==> config.mk <==
export PLATFORM = sky130hd
export DESIGN_NAME = vending_top
export DESIGN_NICKNAME = d
export VERILOG_FILES = /design/src/verilog/vending_pkg.sv /design/src/verilog/ledger_if.sv /design/src/verilog/vending_top.sv /design/src/verilog/vend_control.sv /design/src/verilog/change_unit.sv /design/src/verilog/item_gate.sv /design/src/verilog/credit_ledger.sv
export SDC_FILE = /design/constraint.sdc
export NUM_CORES = 1
export LEC_CHECK = 0
export ABC_AREA = 0
export BUFFER_PORTS_ARGS = -buffer_cell sky130_fd_sc_hd__buf_2
export CAP_MARGIN = 20
export CORE_ASPECT_RATIO = 0.7
export CORE_MARGIN = 1.5
export CORE_UTILIZATION = 40
export DETAILED_ROUTE_END_ITERATION = 16
export GPL_TIMING_DRIVEN = 0
export PLACE_DENSITY = 0.61
export SETUP_SLACK_MARGIN = 0.1
export SYNTH_ARGS = -nofsm -noshare
export SYNTH_HDL_FRONTEND = slang
export SYNTH_SLANG_ARGS = --single-unit
==> constraint.sdc <==
create_clock -name clk -period 19.2 [get_ports clk]
set_input_delay 1.92 -clock clk [delete_from_list [all_inputs] [get_ports clk]]
set_output_delay 1.92 -clock clk [all_outputs]
set_load 0.05 [all_outputs]
==> src/verilog/vending_pkg.sv <==
`default_nettype none

package vending_pkg;

	localparam int NUM_COINS  = 4;
	localparam int NUM_ITEMS  = 4;
	localparam int TOTAL_BITS = 16;

	// coin bits run from the largest denomination down
	typedef logic [NUM_COINS-1:0]  coin_mask_t;
	typedef logic [NUM_ITEMS-1:0]  item_mask_t;
	typedef logic [TOTAL_BITS-1:0] total_t;
	typedef logic [15:0]           wait_t;

	localparam total_t COIN_VALUE [NUM_COINS] = '{16'd500, 16'd100, 16'd50, 16'd10};
	localparam total_t ITEM_PRICE [NUM_ITEMS] = '{16'd400, 16'd500, 16'd1000, 16'd2000};

	// coins that would push the credit past this ceiling are refused
	localparam total_t TOTAL_MAX = 16'd5000;

	typedef enum logic [0:0] {
		ST_IDLE,
		ST_RETURN
	} ctrl_state_t;

	// sum of the denominations flagged in a coin mask
	function automatic total_t coin_mask_value(input coin_mask_t mask);
		total_t sum;
		sum = '0;
		for (int i = 0; i < NUM_COINS; i++) begin
			if (mask[i])
				sum = sum + COIN_VALUE[i];
		end
		return sum;
	endfunction

endpackage

`default_nettype wire
==> src/verilog/ledger_if.sv <==
`timescale 1ns/1ns
`default_nettype none

interface ledger_if;
	import vending_pkg::*;

	total_t total;
	total_t item_cost;
	total_t change_cost;
	logic   returning;

	modport ledger (output total, input item_cost, input change_cost, input returning);

	modport gate (output item_cost, input total, input returning);

	modport changer (output change_cost, input total, input returning);

	// the controller only watches the credit and owns the return flag
	modport control (output returning, input total);

endinterface

`default_nettype wire

==> src/verilog/vending_top.sv <==
`timescale 1ns/1ns
`default_nettype none

module vending_top #(
	parameter int WAIT_CYCLES = 100
) (
	input  wire                     clk,
	input  wire                     i_arst_n,
	input  vending_pkg::coin_mask_t i_input_coin,
	input  vending_pkg::item_mask_t i_select_item,
	input  wire                     i_trigger_return,
	output vending_pkg::item_mask_t o_available_item,
	output vending_pkg::item_mask_t o_output_item,
	output vending_pkg::coin_mask_t o_return_coin,
	output vending_pkg::total_t     o_current_total,
	output logic                    o_returning
);

	ledger_if lg ();

	credit_ledger u_credit_ledger (
		.clk          (clk),
		.i_arst_n     (i_arst_n),
		.i_input_coin (i_input_coin),
		.lg           (lg.ledger)
	);

	item_gate u_item_gate (
		.clk              (clk),
		.i_arst_n         (i_arst_n),
		.i_select_item    (i_select_item),
		.o_available_item (o_available_item),
		.o_output_item    (o_output_item),
		.lg               (lg.gate)
	);

	change_unit u_change_unit (
		.clk           (clk),
		.i_arst_n      (i_arst_n),
		.o_return_coin (o_return_coin),
		.lg            (lg.changer)
	);

	vend_control #(
		.WAIT_CYCLES (WAIT_CYCLES)
	) u_vend_control (
		.clk              (clk),
		.i_arst_n         (i_arst_n),
		.i_input_coin     (i_input_coin),
		.i_select_item    (i_select_item),
		.i_trigger_return (i_trigger_return),
		.o_returning      (o_returning),
		.lg               (lg.control)
	);

	// registered credit straight from the ledger
	assign o_current_total = lg.total;

endmodule

`default_nettype wire

==> src/verilog/vend_control.sv <==
`timescale 1ns/1ns
`default_nettype none

module vend_control #(
	parameter int WAIT_CYCLES = 100
) (
	input  wire                     clk,
	input  wire                     i_arst_n,
	input  vending_pkg::coin_mask_t i_input_coin,
	input  vending_pkg::item_mask_t i_select_item,
	input  wire                     i_trigger_return,
	output logic                    o_returning,
	ledger_if.control               lg
);
	import vending_pkg::*;

	// loaded with one less so the count spans exactly WAIT_CYCLES edges
	localparam wait_t RELOAD = wait_t'(WAIT_CYCLES - 1);

	ctrl_state_t state_q;
	ctrl_state_t state_d;
	wait_t       wait_q;
	logic        strobe;
	logic        timeout;
	logic        returning;

	assign strobe = (|i_input_coin) | (|i_select_item);

	// idle too long with credit held
	assign timeout = (wait_q == '0) && (lg.total != '0) && !strobe;

	always_comb begin
		state_d = state_q;
		case (state_q)
			ST_IDLE: begin
				if (i_trigger_return || timeout)
					state_d = ST_RETURN;
			end
			ST_RETURN: begin
				// leave one cycle after the last coin has gone out
				if (lg.total == '0)
					state_d = ST_IDLE;
			end
		endcase
	end

	always_ff @(posedge clk or negedge i_arst_n) begin
		if (!i_arst_n) begin
			state_q <= ST_IDLE;
		end else begin
			state_q <= state_d;
		end
	end

	// inactivity countdown that only runs in idle with nonzero credit
	always_ff @(posedge clk or negedge i_arst_n) begin
		if (!i_arst_n) begin
			wait_q <= RELOAD;
		end else if (state_q != ST_IDLE || strobe || lg.total == '0) begin
			wait_q <= RELOAD;
		end else if (wait_q != '0) begin
			wait_q <= wait_q - wait_t'(1);
		end
	end

	assign returning    = (state_q == ST_RETURN);
	assign lg.returning = returning;
	assign o_returning  = returning;

endmodule

`default_nettype wire

==> src/verilog/change_unit.sv <==
`timescale 1ns/1ns
`default_nettype none

module change_unit (
	input  wire                     clk,
	input  wire                     i_arst_n,
	output vending_pkg::coin_mask_t o_return_coin,
	ledger_if.changer               lg
);
	import vending_pkg::*;

	coin_mask_t greedy_mask;
	total_t     change_cost;

	// greedy pick with at most one coin of each denomination per cycle
	always_comb begin
		total_t rem;
		rem = lg.total;
		greedy_mask = '0;
		for (int i = 0; i < NUM_COINS; i++) begin
			if (COIN_VALUE[i] <= rem) begin
				greedy_mask[i] = 1'b1;
				rem = rem - COIN_VALUE[i];
			end
		end
		if (!lg.returning)
			greedy_mask = '0;
	end

	// deducted on the same edge that registers the mask
	assign change_cost = coin_mask_value(greedy_mask);
	assign lg.change_cost = change_cost;

	always_ff @(posedge clk or negedge i_arst_n) begin
		if (!i_arst_n) begin
			o_return_coin <= '0;
		end else begin
			o_return_coin <= greedy_mask;
		end
	end

endmodule

`default_nettype wire

==> src/verilog/item_gate.sv <==
`timescale 1ns/1ns
`default_nettype none

module item_gate (
	input  wire                     clk,
	input  wire                     i_arst_n,
	input  vending_pkg::item_mask_t i_select_item,
	output vending_pkg::item_mask_t o_available_item,
	output vending_pkg::item_mask_t o_output_item,
	ledger_if.gate                  lg
);
	import vending_pkg::*;

	item_mask_t lowest_sel;
	item_mask_t dispense;
	total_t     item_cost;

	// an item is offered when the credit covers its price
	always_comb begin
		for (int i = 0; i < NUM_ITEMS; i++) begin
			o_available_item[i] = (lg.total >= ITEM_PRICE[i]);
		end
	end

	// isolate the lowest set select bit
	assign lowest_sel = i_select_item & (~i_select_item + item_mask_t'(1));

	// no dispensing while change is going out
	assign dispense = lg.returning ? '0 : (lowest_sel & o_available_item);

	always_comb begin
		item_cost = '0;
		for (int i = 0; i < NUM_ITEMS; i++) begin
			if (dispense[i])
				item_cost = ITEM_PRICE[i];
		end
	end

	assign lg.item_cost = item_cost;

	// one-cycle dispense pulse on the same edge as the deduction
	always_ff @(posedge clk or negedge i_arst_n) begin
		if (!i_arst_n) begin
			o_output_item <= '0;
		end else begin
			o_output_item <= dispense;
		end
	end

endmodule

`default_nettype wire

==> src/verilog/credit_ledger.sv <==
`timescale 1ns/1ns
`default_nettype none

module credit_ledger (
	input  wire                     clk,
	input  wire                     i_arst_n,
	input  vending_pkg::coin_mask_t i_input_coin,
	ledger_if.ledger                lg
);
	import vending_pkg::*;

	total_t total_q;
	total_t deposit;
	total_t credited;
	logic   accept;

	// value of the coins strobed this cycle
	assign deposit = coin_mask_value(i_input_coin);

	// refuse coins during change return and anything past the ceiling
	assign accept = !lg.returning && ((total_q + deposit) <= TOTAL_MAX);

	assign credited = accept ? (total_q + deposit) : total_q;

	// item and change costs are never both nonzero
	// since item_gate is locked out while returning
	always_ff @(posedge clk or negedge i_arst_n) begin
		if (!i_arst_n) begin
			total_q <= '0;
		end else begin
			total_q <= credited - lg.item_cost - lg.change_cost;
		end
	end

	assign lg.total = total_q;

endmodule

`default_nettype wire

==> reports/summary.md, run 1 <==
The run finished with clean final reports. The number of maximum-capacitance violations came out at 0. At the pin with the least slew margin, the transition time is 947 ps.

The mean number of vias per cell was 5.76; the largest clock skew in the final design was 6.06 ps. The shortest clock period the worst path allows after layout came out at 10000 ps. Counting every instance in the synthesized netlist gives 678.

Signed area change from the synthesized netlist to the final layout: 11.1%. The post-synthesis async set-or-reset flop share is 1.00, and the post-CTS setup buffer count is 0. The logs give 35 for the count of standard-cell rows and 0.227 for the global-route usage over all layers. Derived from the worst setup path, the maximum achievable clock frequency is 100 MHz. The run gives 0 ps as the post-route setup TNS.

Buffers inserted to repair hold after CTS numbered 0. Each instance of the synthesized netlist takes up on average 8.04 µm². In this design, the critical path's most frequently occurring cell is sky130_fd_sc_hd__a21oi_1.

The number of synthesized flops with an enable pin is 0, and the CTS sink count is 41. The depth of the most critical reg-to-reg path came out at 38. The clock reaches the later pin of the worst-skew pair after 290 ps.

The worst-case IR drop observed on VDD is 122 µV. Synthesis inferred 41 register bits. The first global-routing pass estimated 25,700 µm of wire. The final layout contains 794 nets. In the routed design, unresolved DRC markers number 0. The most used flip-flop cell after synthesis is sky130_fd_sc_hd__dfrtp_1. In this run the worst path has a maximum fanout of 10. Port buffering added 39 buffers. Beginning of the worst hold path: u_vend_control.wait_q[12]. The number of max-slew violations in the final report was 0; the aggregate routed wire length was 15,700 µm.

Clock-pin slew was measured on the worst setup and hold paths at 60 ps. The die is 101 µm tall. In this run the register-to-register setup slack is 9660 ps. Count of final setup violators: 0. CTS placed an instance of sky130_fd_sc_hd__clkbuf_16 at the clock tree root.

The clock buffer count from CTS came out at 5. Setup repair after global routing left no endpoint under its margin. Startpoint type of the worst setup path: a primary input. The number of antenna cells inserted was 0.

For the required time at the worst-slack endpoint, the log shows 19,430 ps. During synthesis, Yosys emitted a total of 0 warnings. The worst endpoint data arrival time is 10,230 ps, and the final total power is 1.14 mW. The count of endpoints failing hold in the final timing report was 0.

After global routing the overflow that remains totals 0. The core box area is 13,200 µm², and the estimated wirelength of the detail-placed design is 12,600 µm. The number of instances on the worst hold path was 2.

The fraction of final layout cells with drive strength greater than 1 works out to 0.146. The initial antenna violation count was 0; the routed length per placed instance was 17.2 µm. The H-tree was split into 2 levels. The logs give 0.368 for the worst slew margin relative to its limit and 14,300 µm² for the die area. The run gives 911 as the filler-free cell count of the finished design. The tools report the final estimated routing congestion in global placement as 0.942.

40 I/O pins were placed. The kind of path behind the tightest hold check was flop to flop. Counting tap cells, the placed design contains a total of 903 instances.

In this run the critical register-to-register path is captured at u_credit_ledger.lg.total[14]. Post-CTS repair changed the size of 0 cells. Yosys mapped the design onto 93 distinct sky130hd cell types. The final cycle utilization of the critical path was 0.521. The tools report the share of the yosys chip area belonging to registers as 0.189.

Entering global routing, the biggest net connects 42 pins. The tools report the maximum clock insertion buffer count as 2. The run gives 5450 µm² as the mapped cell area. Summing over every cut layer, the via total after detailed routing is 5,247.

Cell type with the largest total area after synthesis: sky130_fd_sc_hd__dfrtp_1. Maximum cell stage delay along the critical path: 540 ps. Before antenna repair, the detailed router went through 6 iterations. The portion of synthesized cell area occupied by the leading cell type came out at 0.170. The starting utilization of the core area came out at 0.412. The logs give 0.458 for the fraction of the core area covered by cells at the end of the flow and 574 ps for the final hold slack. For the via count of the first global-routing pass, the log shows 4,821. The end point of the most critical hold path was u_vend_control.wait_q[12]. The overall die width works out to 143 µm. The setup path with the least slack is of type primary input to flop.

TritonCTS built the clock tree. The antenna violation net count after detailed routing is 0. STA classifies the critical path endpoint as a flop. The power density over cell area is 189 nW/µm². Summed over all cells, the static leakage comes to 2.70 nW. By area the synthesized netlist is led by sky130_fd_sc_hd__dfrtp_1 (17%), sky130_fd_sc_hd__ha_1 (10%), sky130_fd_sc_hd__fa_1 (5.1%). The worst register-to-register path begins at u_credit_ledger.lg.total[3].

On the critical path, the stage with the largest delay is an instance of sky130_fd_sc_hd__clkbuf_1. After the first detailed-routing iteration, the DRC count stood at 479.
[worst max-delay path, delay by kind of cell]
kind	cells	cell delay (ps)
compound gates	24	4870
buf+inv	4	900
simple gates	4	670
fa+ha+maj	4	1530
mux	1	320
[synth_stat cells, drive strengths merged, types with 6 or more instances]
| library cell | number |
|---|---|
| nand2b | 9 |
| nor2 | 60 |
| xor2 | 22 |
| dfrtp | 37 |
| ha | 44 |
| nor2b | 6 |
| nor3 | 23 |
| clkbuf | 10 |
| nor4 | 8 |
| buf | 16 |
| inv | 59 |
| or3 | 13 |
| nand4 | 9 |
| nand2 | 61 |
| a31oi | 10 |
| a21oi | 36 |
| xnor2 | 32 |
| and3 | 7 |
| a211oi | 7 |
| a21o | 8 |
| nand3 | 25 |
| and2 | 11 |
| o21ai | 47 |
| mux2i | 14 |
| fa | 14 |
[worst max path at each step]
stage | from | endpoint | depth (start not counted)
2_1_floorplan | i_input_coin[1] | u_credit_ledger.lg.total[14] | 36
3_3_place_gp | i_input_coin[0] | u_credit_ledger.lg.total[14] | 37
3_5_place_dp | i_input_coin[0] | u_credit_ledger.lg.total[14] | 37
4_1_cts | i_input_coin[0] | u_credit_ledger.lg.total[14] | 37
5_1_grt | i_input_coin[0] | u_credit_ledger.lg.total[14] | 38
6_report | i_input_coin[0] | u_credit_ledger.lg.total[14] | 37
[cell families (layout without fill, tap and decap cells)]
kind of cell               count (synthesis)  count (layout)  share of synthesized area
other                                      1               2                   0.000688
AOI/OAI and AO/OA                        169             169                      0.226
xor gates and xnor gates                  54              54                     0.0868
and+or+nand+nor                          251             251                      0.239
buffers and inverters                     85             132                     0.0698
adders and majority gates                 58              58                      0.152
DFF                                       41              41                      0.189
muxes                                     19              19                     0.0360
[layer usage]
metal | global-route usage | up-vias | routed length, µm
li1 | - | 2515 | -
met1 | 0.348 | 2522 | 7870
met2 | 0.329 | 187 | 6430
met3 | 0.0432 | 23 | 1110
met4 | 0.0468 | 0 | 258
met5 | 0 | - | 0
[cell type report]
class	instances	area, µm²
flip-flops and latches	41	1030
fillers	1318	7170
clock buffers	6	139
clock inverters	2	37.5
multi-input cells	553	4040
inverters	59	221
plain buffers	26	159
well taps	185	231
repair buffers	39	195
[through the flow]
stage / area, µm² / worst slack (ps)
final: 6060 / 9200
after CTS: 6060 / 9380
after detailed placement: 5880 / 9160
after global routing: 6060 / 8640
after floorplan: 5450 / 10570
after global placement: 5880 / 9310
[power breakdown]
part           internal, mW  leakage (nW)  switching [mW]  total (mW)
logic                 0.335          2.11           0.566       0.900
clock network        0.0649        0.0831          0.0362       0.101
registers             0.110         0.501          0.0317       0.142
[state kept, by name, summed over array words and instances, names as in the netlist]
name	count
u_vend_control.wait_q	16
u_credit_ledger.lg.total	16
u_change_unit.o_return_coin	4
u_item_gate.o_output_item	4
u_vend_control.lg.returning	1
[placed cells by master (no fill, tap or decap), drive strengths merged, types with 16 or more instances in the layout]
master | netlist | final
inv | 59 | 59
nand2 | 61 | 61
buf | 16 | 55
dfrtp | 37 | 37
nor3 | 23 | 23
ha | 44 | 44
nand3 | 25 | 25
xnor2 | 32 | 32
clkbuf | 10 | 16
a21oi | 36 | 36
xor2 | 22 | 22
nor2 | 60 | 60
o21ai | 47 | 47
No activity file was read; power rests on OpenSTA's default activity.
==> run 2: changes to the inputs <==
Settings changed: ABC_AREA 0 to 1, PLACE_DENSITY 0.61 to 0.63.
Clock period 19.2 ns to 8.9 ns, I/O delays scaled along.
==> run 2 against run 1 <==
  * Synthesized cell count up 27%
  * Flip-flop and latch count unchanged
  * Clock skew about the same
  * Die area up 8.2%
  * Largest cell class unchanged
==> reports/summary.md, run 2 <==
The count of endpoints failing hold in the final timing report was 0 (unchanged). Number of register bits inferred by synthesis: 41 (unchanged). The estimated wirelength of the detail-placed design was 12,500 µm (was 12,600 µm); the number of synthesized flops with an enable pin was 0 (unchanged). TritonCTS built the clock tree. The kind of path behind the tightest hold check is flop to flop (unchanged).

The number of remaining DRC errors was 0 (unchanged). The aggregate routed wire length was 14,900 µm (was 15,700 µm). The count of hold buffers inserted by post-cts repair came out at 0 (unchanged). The CTS sink count is 41 (unchanged).

Clock latency on the worst-skew pair: 280 ps (was 290 ps). The number of input and output port buffers inserted was 39 (unchanged). Library cell with the highest instance count after synthesis: sky130_fd_sc_hd__nand2_1 (unchanged). The post-CTS setup buffer count came out at 0 (unchanged). Pin slew with the least headroom to its limit: 976 ps (was 947 ps). The post-synthesis async set-or-reset flop share was 1.00 (unchanged). The worst endpoint data arrival time came out at 8200 ps (was 10,230 ps). Cell at the root of the clock tree: sky130_fd_sc_hd__clkbuf_16 (unchanged). The run finished with clean final reports.

The startpoint type of the worst setup path is a primary input (unchanged). Vertical die dimension: 105 µm (was 101 µm). Top area cells in the synthesized netlist: sky130_fd_sc_hd__dfrtp_1 (16%), sky130_fd_sc_hd__nand2_1 (12%), sky130_fd_sc_hd__inv_1 (9.3%) (was sky130_fd_sc_hd__dfrtp_1 (17%), sky130_fd_sc_hd__ha_1 (10%), sky130_fd_sc_hd__fa_1 (5.1%)). The final estimated routing congestion in global placement came out at 0.911 (was 0.942). The signed area change from the synthesized netlist to the final layout works out to 9.97% (was 11.1%). The share of the yosys chip area belonging to registers came out at 0.174 (was 0.189). The core box area is 14,200 µm² (was 13,200 µm²). The final cycle utilization of the critical path came out at 0.898. Overall die width: 148 µm (was 143 µm).

The clock period could shrink to 7990 ps. The antenna violation net count after detailed routing was 0 (unchanged). The worst slew margin relative to its limit is 0.344 (was 0.368), and the clock buffer count from CTS is 5 (unchanged).

The most common cell after layout, fill and taps aside was sky130_fd_sc_hd__nand2_1 (unchanged). The count of standard-cell rows was 36 (was 35). The average cell area after synthesis was 6.87 µm² (was 8.04 µm²); the die area was 15,500 µm² (was 14,300 µm²). The maximum cell stage delay along the critical path was 530 ps (was 540 ps); the clock transition at the register clock pins on the worst setup and hold paths after CTS was 60 ps (about the same). The final hold slack came out at 468 ps (was 574 ps).

The cell occurring most often along the worst timing path is sky130_fd_sc_hd__a21oi_1 (unchanged). The mapped cell area was 5910 µm² (was 5450 µm²). The cell area reported after detailed placement is 6350 µm² (was 5880 µm²). The post-placement cell count was 1,090 (was 903); the maximum number of pins on one net before global-route repair was 42 (unchanged). The setup slack of the worst register-to-register path is 1470 ps (was 9660 ps), and the required time at the worst-slack endpoint is 9100 ps (was 19,430 ps). The tools report the via count of the first global-routing pass as 4,858 (was 4,821). The routed length per placed instance came out at 13.6 µm (was 17.2 µm). The tools report the via count of the routed design as 5,416 (was 5,247). The post-cts sizing count was 0 (unchanged). The cell type with the largest total area after synthesis is sky130_fd_sc_hd__dfrtp_1 (unchanged). The portion of synthesized cell area occupied by the leading cell type is 0.157 (was 0.170), and the initial antenna violation count is 0 (unchanged). The mean number of vias per cell came out at 4.93 (was 5.76).

The slowest cell on the critical path is sky130_fd_sc_hd__fa_1 (was sky130_fd_sc_hd__clkbuf_1). The maximum clock insertion buffer count was 2 (unchanged). The fraction of final layout cells with drive strength greater than 1 is 0.177 (was 0.146). Static timing analysis puts the maximum clock frequency at 125 MHz. The total congestion overflow after global routing is 0 (unchanged), and the count of final setup violators is 0 (unchanged).

The number of cells produced by synthesis is 860 (was 678). Endpoint type of the worst setup path: a flop (unchanged). Setup repair after global routing left no endpoint under its margin.

The most used flip-flop cell after synthesis was sky130_fd_sc_hd__dfrtp_1 (unchanged). The post-route setup TNS is 0 ps (unchanged). Critical setup path kind: primary input to flop (unchanged). The filler-free cell count of the finished design was 1,098 (was 911). For the level count of the clock H-tree, the log shows 2 (unchanged). The logs give 0 (unchanged) for the number of antenna cells inserted and 57 (was 93) for the post-synthesis cell type count.

Number of iterations in the first detailed-routing pass: 4 (was 6). For the yosys synthesis warning count, the log shows 0 (unchanged). The run gives 6500 µm² (was 6060 µm²) as the post-route cell area. For the starting utilization of the core area, the log shows 0.417 (was 0.412). Commonest cells after routing, fill and taps aside: sky130_fd_sc_hd__nand2_1 (189), sky130_fd_sc_hd__inv_1 (147), sky130_fd_sc_hd__nor2_1 (61), sky130_fd_sc_hd__o21ai_0 (44), sky130_fd_sc_hd__ha_1 (44) (was sky130_fd_sc_hd__nand2_1 (60), sky130_fd_sc_hd__nor2_1 (59), sky130_fd_sc_hd__inv_1 (58), sky130_fd_sc_hd__buf_2 (46)). The top fanout value on the critical path was 10 (unchanged); the wire length of the first global-routing pass was 24,700 µm (was 25,700 µm).

The number of max-slew violations in the final report came out at 0 (unchanged). For the largest clock skew in the final design, the log shows 5.87 ps (was 6.06 ps). The final-stage net count is 976 (was 794), and the global-route usage over all layers is 0.199 (was 0.227). The starting DRC count in detailed routing is 381 (was 479), and the number of fill cells is 1,496 (was 1,318). The number of maximum-capacitance violations came out at 0 (unchanged). Leading post-synthesis cells by instance count: sky130_fd_sc_hd__nand2_1 (189), sky130_fd_sc_hd__inv_1 (147), sky130_fd_sc_hd__nor2_1 (61) (was sky130_fd_sc_hd__nand2_1 (60), sky130_fd_sc_hd__nor2_1 (59), sky130_fd_sc_hd__inv_1 (58)). Top-level port count: 40 (unchanged).
run 2: cell count changes after synthesis, sizes merged, moves of 8 or more:
| cell | change |
|---|---|
| nand2 | +178 |
| inv | +96 |
| nand3 | +32 |
| nor2 | +22 |
| xnor2 | -20 |
| nand4 | +17 |
| mux2i | -13 |
| or3 | -12 |
| nor3 | -11 |
| xor2 | +11 |
| and2 | -9 |
| buf | -9 |
| nand2b | -9 |
| a31oi | -8 |
run 2: worst paths after layout:
path | startpoint | end | cells after the start
min in group asynchronous | i_arst_n | u_item_gate.o_output_item[0] | 1
max | i_input_coin[0] | u_credit_ledger.lg.total[14] | 37
max in group asynchronous | i_arst_n | u_credit_ledger.lg.total[1] | 1
min | u_vend_control.wait_q[0] | u_vend_control.wait_q[0] | 2
min reg2reg | u_vend_control.wait_q[0] | u_vend_control.wait_q[0] | 2
max reg2reg | u_credit_ledger.lg.total[2] | u_credit_ledger.lg.total[14] | 42
run 2: per-layer routing:
metal,GRT usage,up-vias,routed length (µm)
met4,0.0233,0,70
li1,-,2842,-
met5,0,-,0
met1,0.333,2473,8450
met2,0.274,93,5750
met3,0.0162,8,618
run 2: cell families (layout without fill, tap and decap cells):
family	count (synthesis)	count (layout)	synth area share
buffers and inverters	168	215	0.116
other	1	2	0.000634
and+or+nand+nor	435	435	0.392
DFF	41	41	0.174
muxes	1	1	0.00169
adders and majority gates	58	58	0.141
AOI/OAI and AO/OA	111	111	0.108
xor gates and xnor gates	45	45	0.0667
run 2: final cells by class:
class	instances	area, µm²	share of cell area
clock buffers	6	139	0.0214
repair buffers	39	195	0.0300
plain buffers	10	80.1	0.0123
multi-input cells	652	4200	0.646
well taps	190	238	0.0366
flip-flops and latches	41	1030	0.159
inverters	158	604	0.0930
clock inverters	2	13.8	0.00212
run 2: worst max-delay path, delay by kind of cell:
| family | cells | cell delay, ps |
|---|---|---|
| AOI/OAI and AO/OA | 17 | 3500 |
| adders and majority gates | 4 | 1640 |
| buffers and inverters | 8 | 1150 |
| and+or+nand+nor | 6 | 670 |
| xor gates and xnor gates | 2 | 350 |
run 2: metrics by stage:
step	setup slack (ps)	utilization
floorplan	2180	-
global placement	803	0.447
detailed placement	716	0.447
CTS	994	0.458
global route	203	0.458
finish	910	0.458
Power of run 2 is left out: the tool's default activity adds up to more than one toggle a clock period on the data nets, which glitch-free logic cannot reach.
==> run 3: changes to the inputs <==
Clock period 8.9 ns to 7 ns, I/O delays scaled along.
==> run 3 against run 2 <==
  * Core utilization up 2.0 points
  * Setup slack worse by 390 ps
  * Register-to-register slack worse by 910 ps
  * Global-route usage up 0.075 points
  * Via count up 2.2%
  * Hold slack better by 1.3 ps
  * Critical path depth down 1
  * Wire length up 2.5%
  * Non-clock buffer count up 17
  * Die area unchanged
  * First-iteration DRC count down 7.3%
  * Critical endpoint unchanged
==> reports/summary.md, run 3 (synthesis results as in run 2) <==
The signed area change from the synthesized netlist to the final layout is 14.8% (was 9.97%), and the maximum cell stage delay along the critical path is 540 ps (was 530 ps). The startpoint type of the worst setup path is a primary input (unchanged). The run gives 6780 µm² (was 6500 µm²) as the post-route cell area. The tools report the endpoint type of the worst setup path as a flop (unchanged). The run gives 14,200 µm² (unchanged) as the core box area. The run gives 0.367 (was 0.344) as the worst slew margin relative to its limit. The die area was 15,500 µm² (unchanged). Commonest cells after routing, fill and taps aside: sky130_fd_sc_hd__nand2_1 (189), sky130_fd_sc_hd__inv_1 (142), sky130_fd_sc_hd__nor2_1 (60), sky130_fd_sc_hd__buf_2 (42), sky130_fd_sc_hd__ha_1 (42) (was sky130_fd_sc_hd__nand2_1 (189), sky130_fd_sc_hd__inv_1 (147), sky130_fd_sc_hd__nor2_1 (61), sky130_fd_sc_hd__o21ai_0 (44), sky130_fd_sc_hd__ha_1 (44)). The initial antenna violation count came out at 0 (unchanged). For the global-route usage over all layers, the log shows 0.199 (about the same). The vertical die dimension works out to 105 µm (unchanged). The clock period could shrink to 6480 ps. The required time at the worst-slack endpoint was 7200 ps (was 9100 ps). TritonCTS built the clock tree. CTS sink count: 41 (unchanged).

For the cell area reported after detailed placement, the log shows 6350 µm² (unchanged). The kind of path behind the tightest hold check was flop to flop (unchanged). The logs give 4,887 (was 4,858) for the via count of the first global-routing pass and 0 (unchanged) for the total congestion overflow after global routing.

The overall die width was 148 µm (unchanged). For the count of endpoints failing hold in the final timing report, the log shows 0 (unchanged). The routed length per placed instance was 13.7 µm (was 13.6 µm).

Top fanout value on the critical path: 10 (unchanged). Number of fill cells: 1,474 (was 1,496). For the antenna violation net count after detailed routing, the log shows 0 (unchanged). The mean number of vias per cell works out to 4.97 (was 4.93).

The number of input and output port buffers inserted was 39 (unchanged). The final cycle utilization of the critical path is 0.926, and the maximum clock rate is 154 MHz. The number of max-slew violations in the final report is 0 (unchanged), and the clock buffer count from CTS is 5 (unchanged).

Estimated wirelength of the detail-placed design: 12,500 µm (unchanged). The slowest cell on the critical path was sky130_fd_sc_hd__fa_1 (unchanged). The top-level port count was 40 (unchanged); the count of standard-cell rows was 36 (unchanged). For the level count of the clock H-tree, the log shows 2 (unchanged).

The run gives 15,300 µm (was 14,900 µm) as the aggregate routed wire length. The final estimated routing congestion in global placement was 0.911 (unchanged); the final-stage net count was 993 (was 976). For the maximum number of pins on one net before global-route repair, the log shows 42 (unchanged). The tools report the largest clock skew in the final design as 6.12 ps (was 5.87 ps). The largest delay contributor family on the critical path is compound AO/OA/AOI/OAI gates (unchanged).

The run gives 280 ps (about the same) as the clock latency on the worst-skew pair. The number of maximum-capacitance violations was 0 (unchanged); the number of iterations in the first detailed-routing pass was 5 (was 4). The critical setup path kind is primary input to flop (unchanged). The maximum clock insertion buffer count was 2 (unchanged). The most common cell after layout, fill and taps aside was sky130_fd_sc_hd__nand2_1 (unchanged). Cell at the root of the clock tree: sky130_fd_sc_hd__clkbuf_16 (unchanged).

The tools report the number of antenna cells inserted as 0 (unchanged). The wire length of the first global-routing pass is 24,800 µm (was 24,700 µm). The starting utilization of the core area came out at 0.417 (unchanged). The count of buffering cells on the critical path with inverters included works out to 7 (was 8). The via count of the routed design was 5,536 (was 5,416).

The run gives 6690 ps (was 8200 ps) as the worst endpoint data arrival time. The pin slew with the least headroom to its limit came out at 941 ps (was 976 ps). Setup repair after global routing left no endpoint under its margin. The count of final setup violators was 0 (unchanged); the final hold slack was 469 ps (was 468 ps). The run finished with clean final reports.

Clock transition at the register clock pins on the worst setup and hold paths after CTS: 60 ps (about the same). Count of hold buffers inserted by post-cts repair: 0 (unchanged). The starting DRC count in detailed routing was 353 (was 381); the number of remaining DRC errors was 0 (unchanged). Fraction of final layout cells with drive strength greater than 1: 0.228 (was 0.177).
## run 3: cell count changes in the layout (fill, tap and decap cells not counted), sizes merged
cell and delta:
buf +17
## run 3: worst paths after layout
| check | from | endpoint | slack, ps | cells after the start |
|---|---|---|---|---|
| worst max register to register | u_credit_ledger.lg.total[2] | u_credit_ledger.lg.total[14] | 560 | 43 |
| worst min-delay path | u_vend_control.wait_q[0] | u_vend_control.wait_q[0] | 470 | 2 |
| min in group asynchronous | i_arst_n | u_item_gate.o_output_item[0] | 550 | 1 |
| max in group asynchronous | i_arst_n | u_credit_ledger.lg.total[2] | 5820 | 1 |
| worst min register to register | u_vend_control.wait_q[0] | u_vend_control.wait_q[0] | 470 | 2 |
| worst max-delay path | i_input_coin[0] | u_credit_ledger.lg.total[14] | 520 | 36 |
## run 3: stage by stage
stage / util / std cells / worst slack, ps / setup TNS (ps)
after floorplan: - / 861 / 278 / 0
after global placement: 0.447 / 1090 / -907 / -2650
after detailed placement: 0.447 / 1090 / -994 / -3200
after CTS: 0.461 / 1100 / 113 / 0
after global routing: 0.478 / 1115 / 36.8 / 0
final: 0.478 / 1115 / 516 / 0
## run 3: per-layer routing
metal | GRT usage | vias to the layer above | part of all wire
met4 | 0.0233 | 0 | 0.0046
li1 | - | 2885 | -
met3 | 0.0201 | 8 | 0.042
met5 | 0 | - | 0
met1 | 0.331 | 2544 | 0.56
met2 | 0.276 | 99 | 0.40
## run 3: cell type report
cell class,count,area (µm²),area share
Inverter,158,607,0.0895
Clock inverter,2,13.8,0.00203
Sequential cell,41,1040,0.153
Clock buffer,6,139,0.0205
Tap cell,190,238,0.0350
Timing Repair Buffer,56,327,0.0481
Buffer,10,93.8,0.0138
Multi-Input combinational cell,652,4330,0.638
## run 3: worst register-to-register path: cells and delay by family, from the launching register on
family	cells	cell delay, ps
compound gates	9	1180
simple gates	19	2130
buf+inv	9	900
xor+xnor	1	140
fa+ha+maj	5	1560
flops	1	410
## run 3: timing repair
item	4_1_cts	5_1_grt
setup endpoints to repair	6	8
pin swaps	1	9
buffers inserted	2	15
cloned	0	0
gates resized for setup	14	37
Power of run 3 is left out for the same reason.
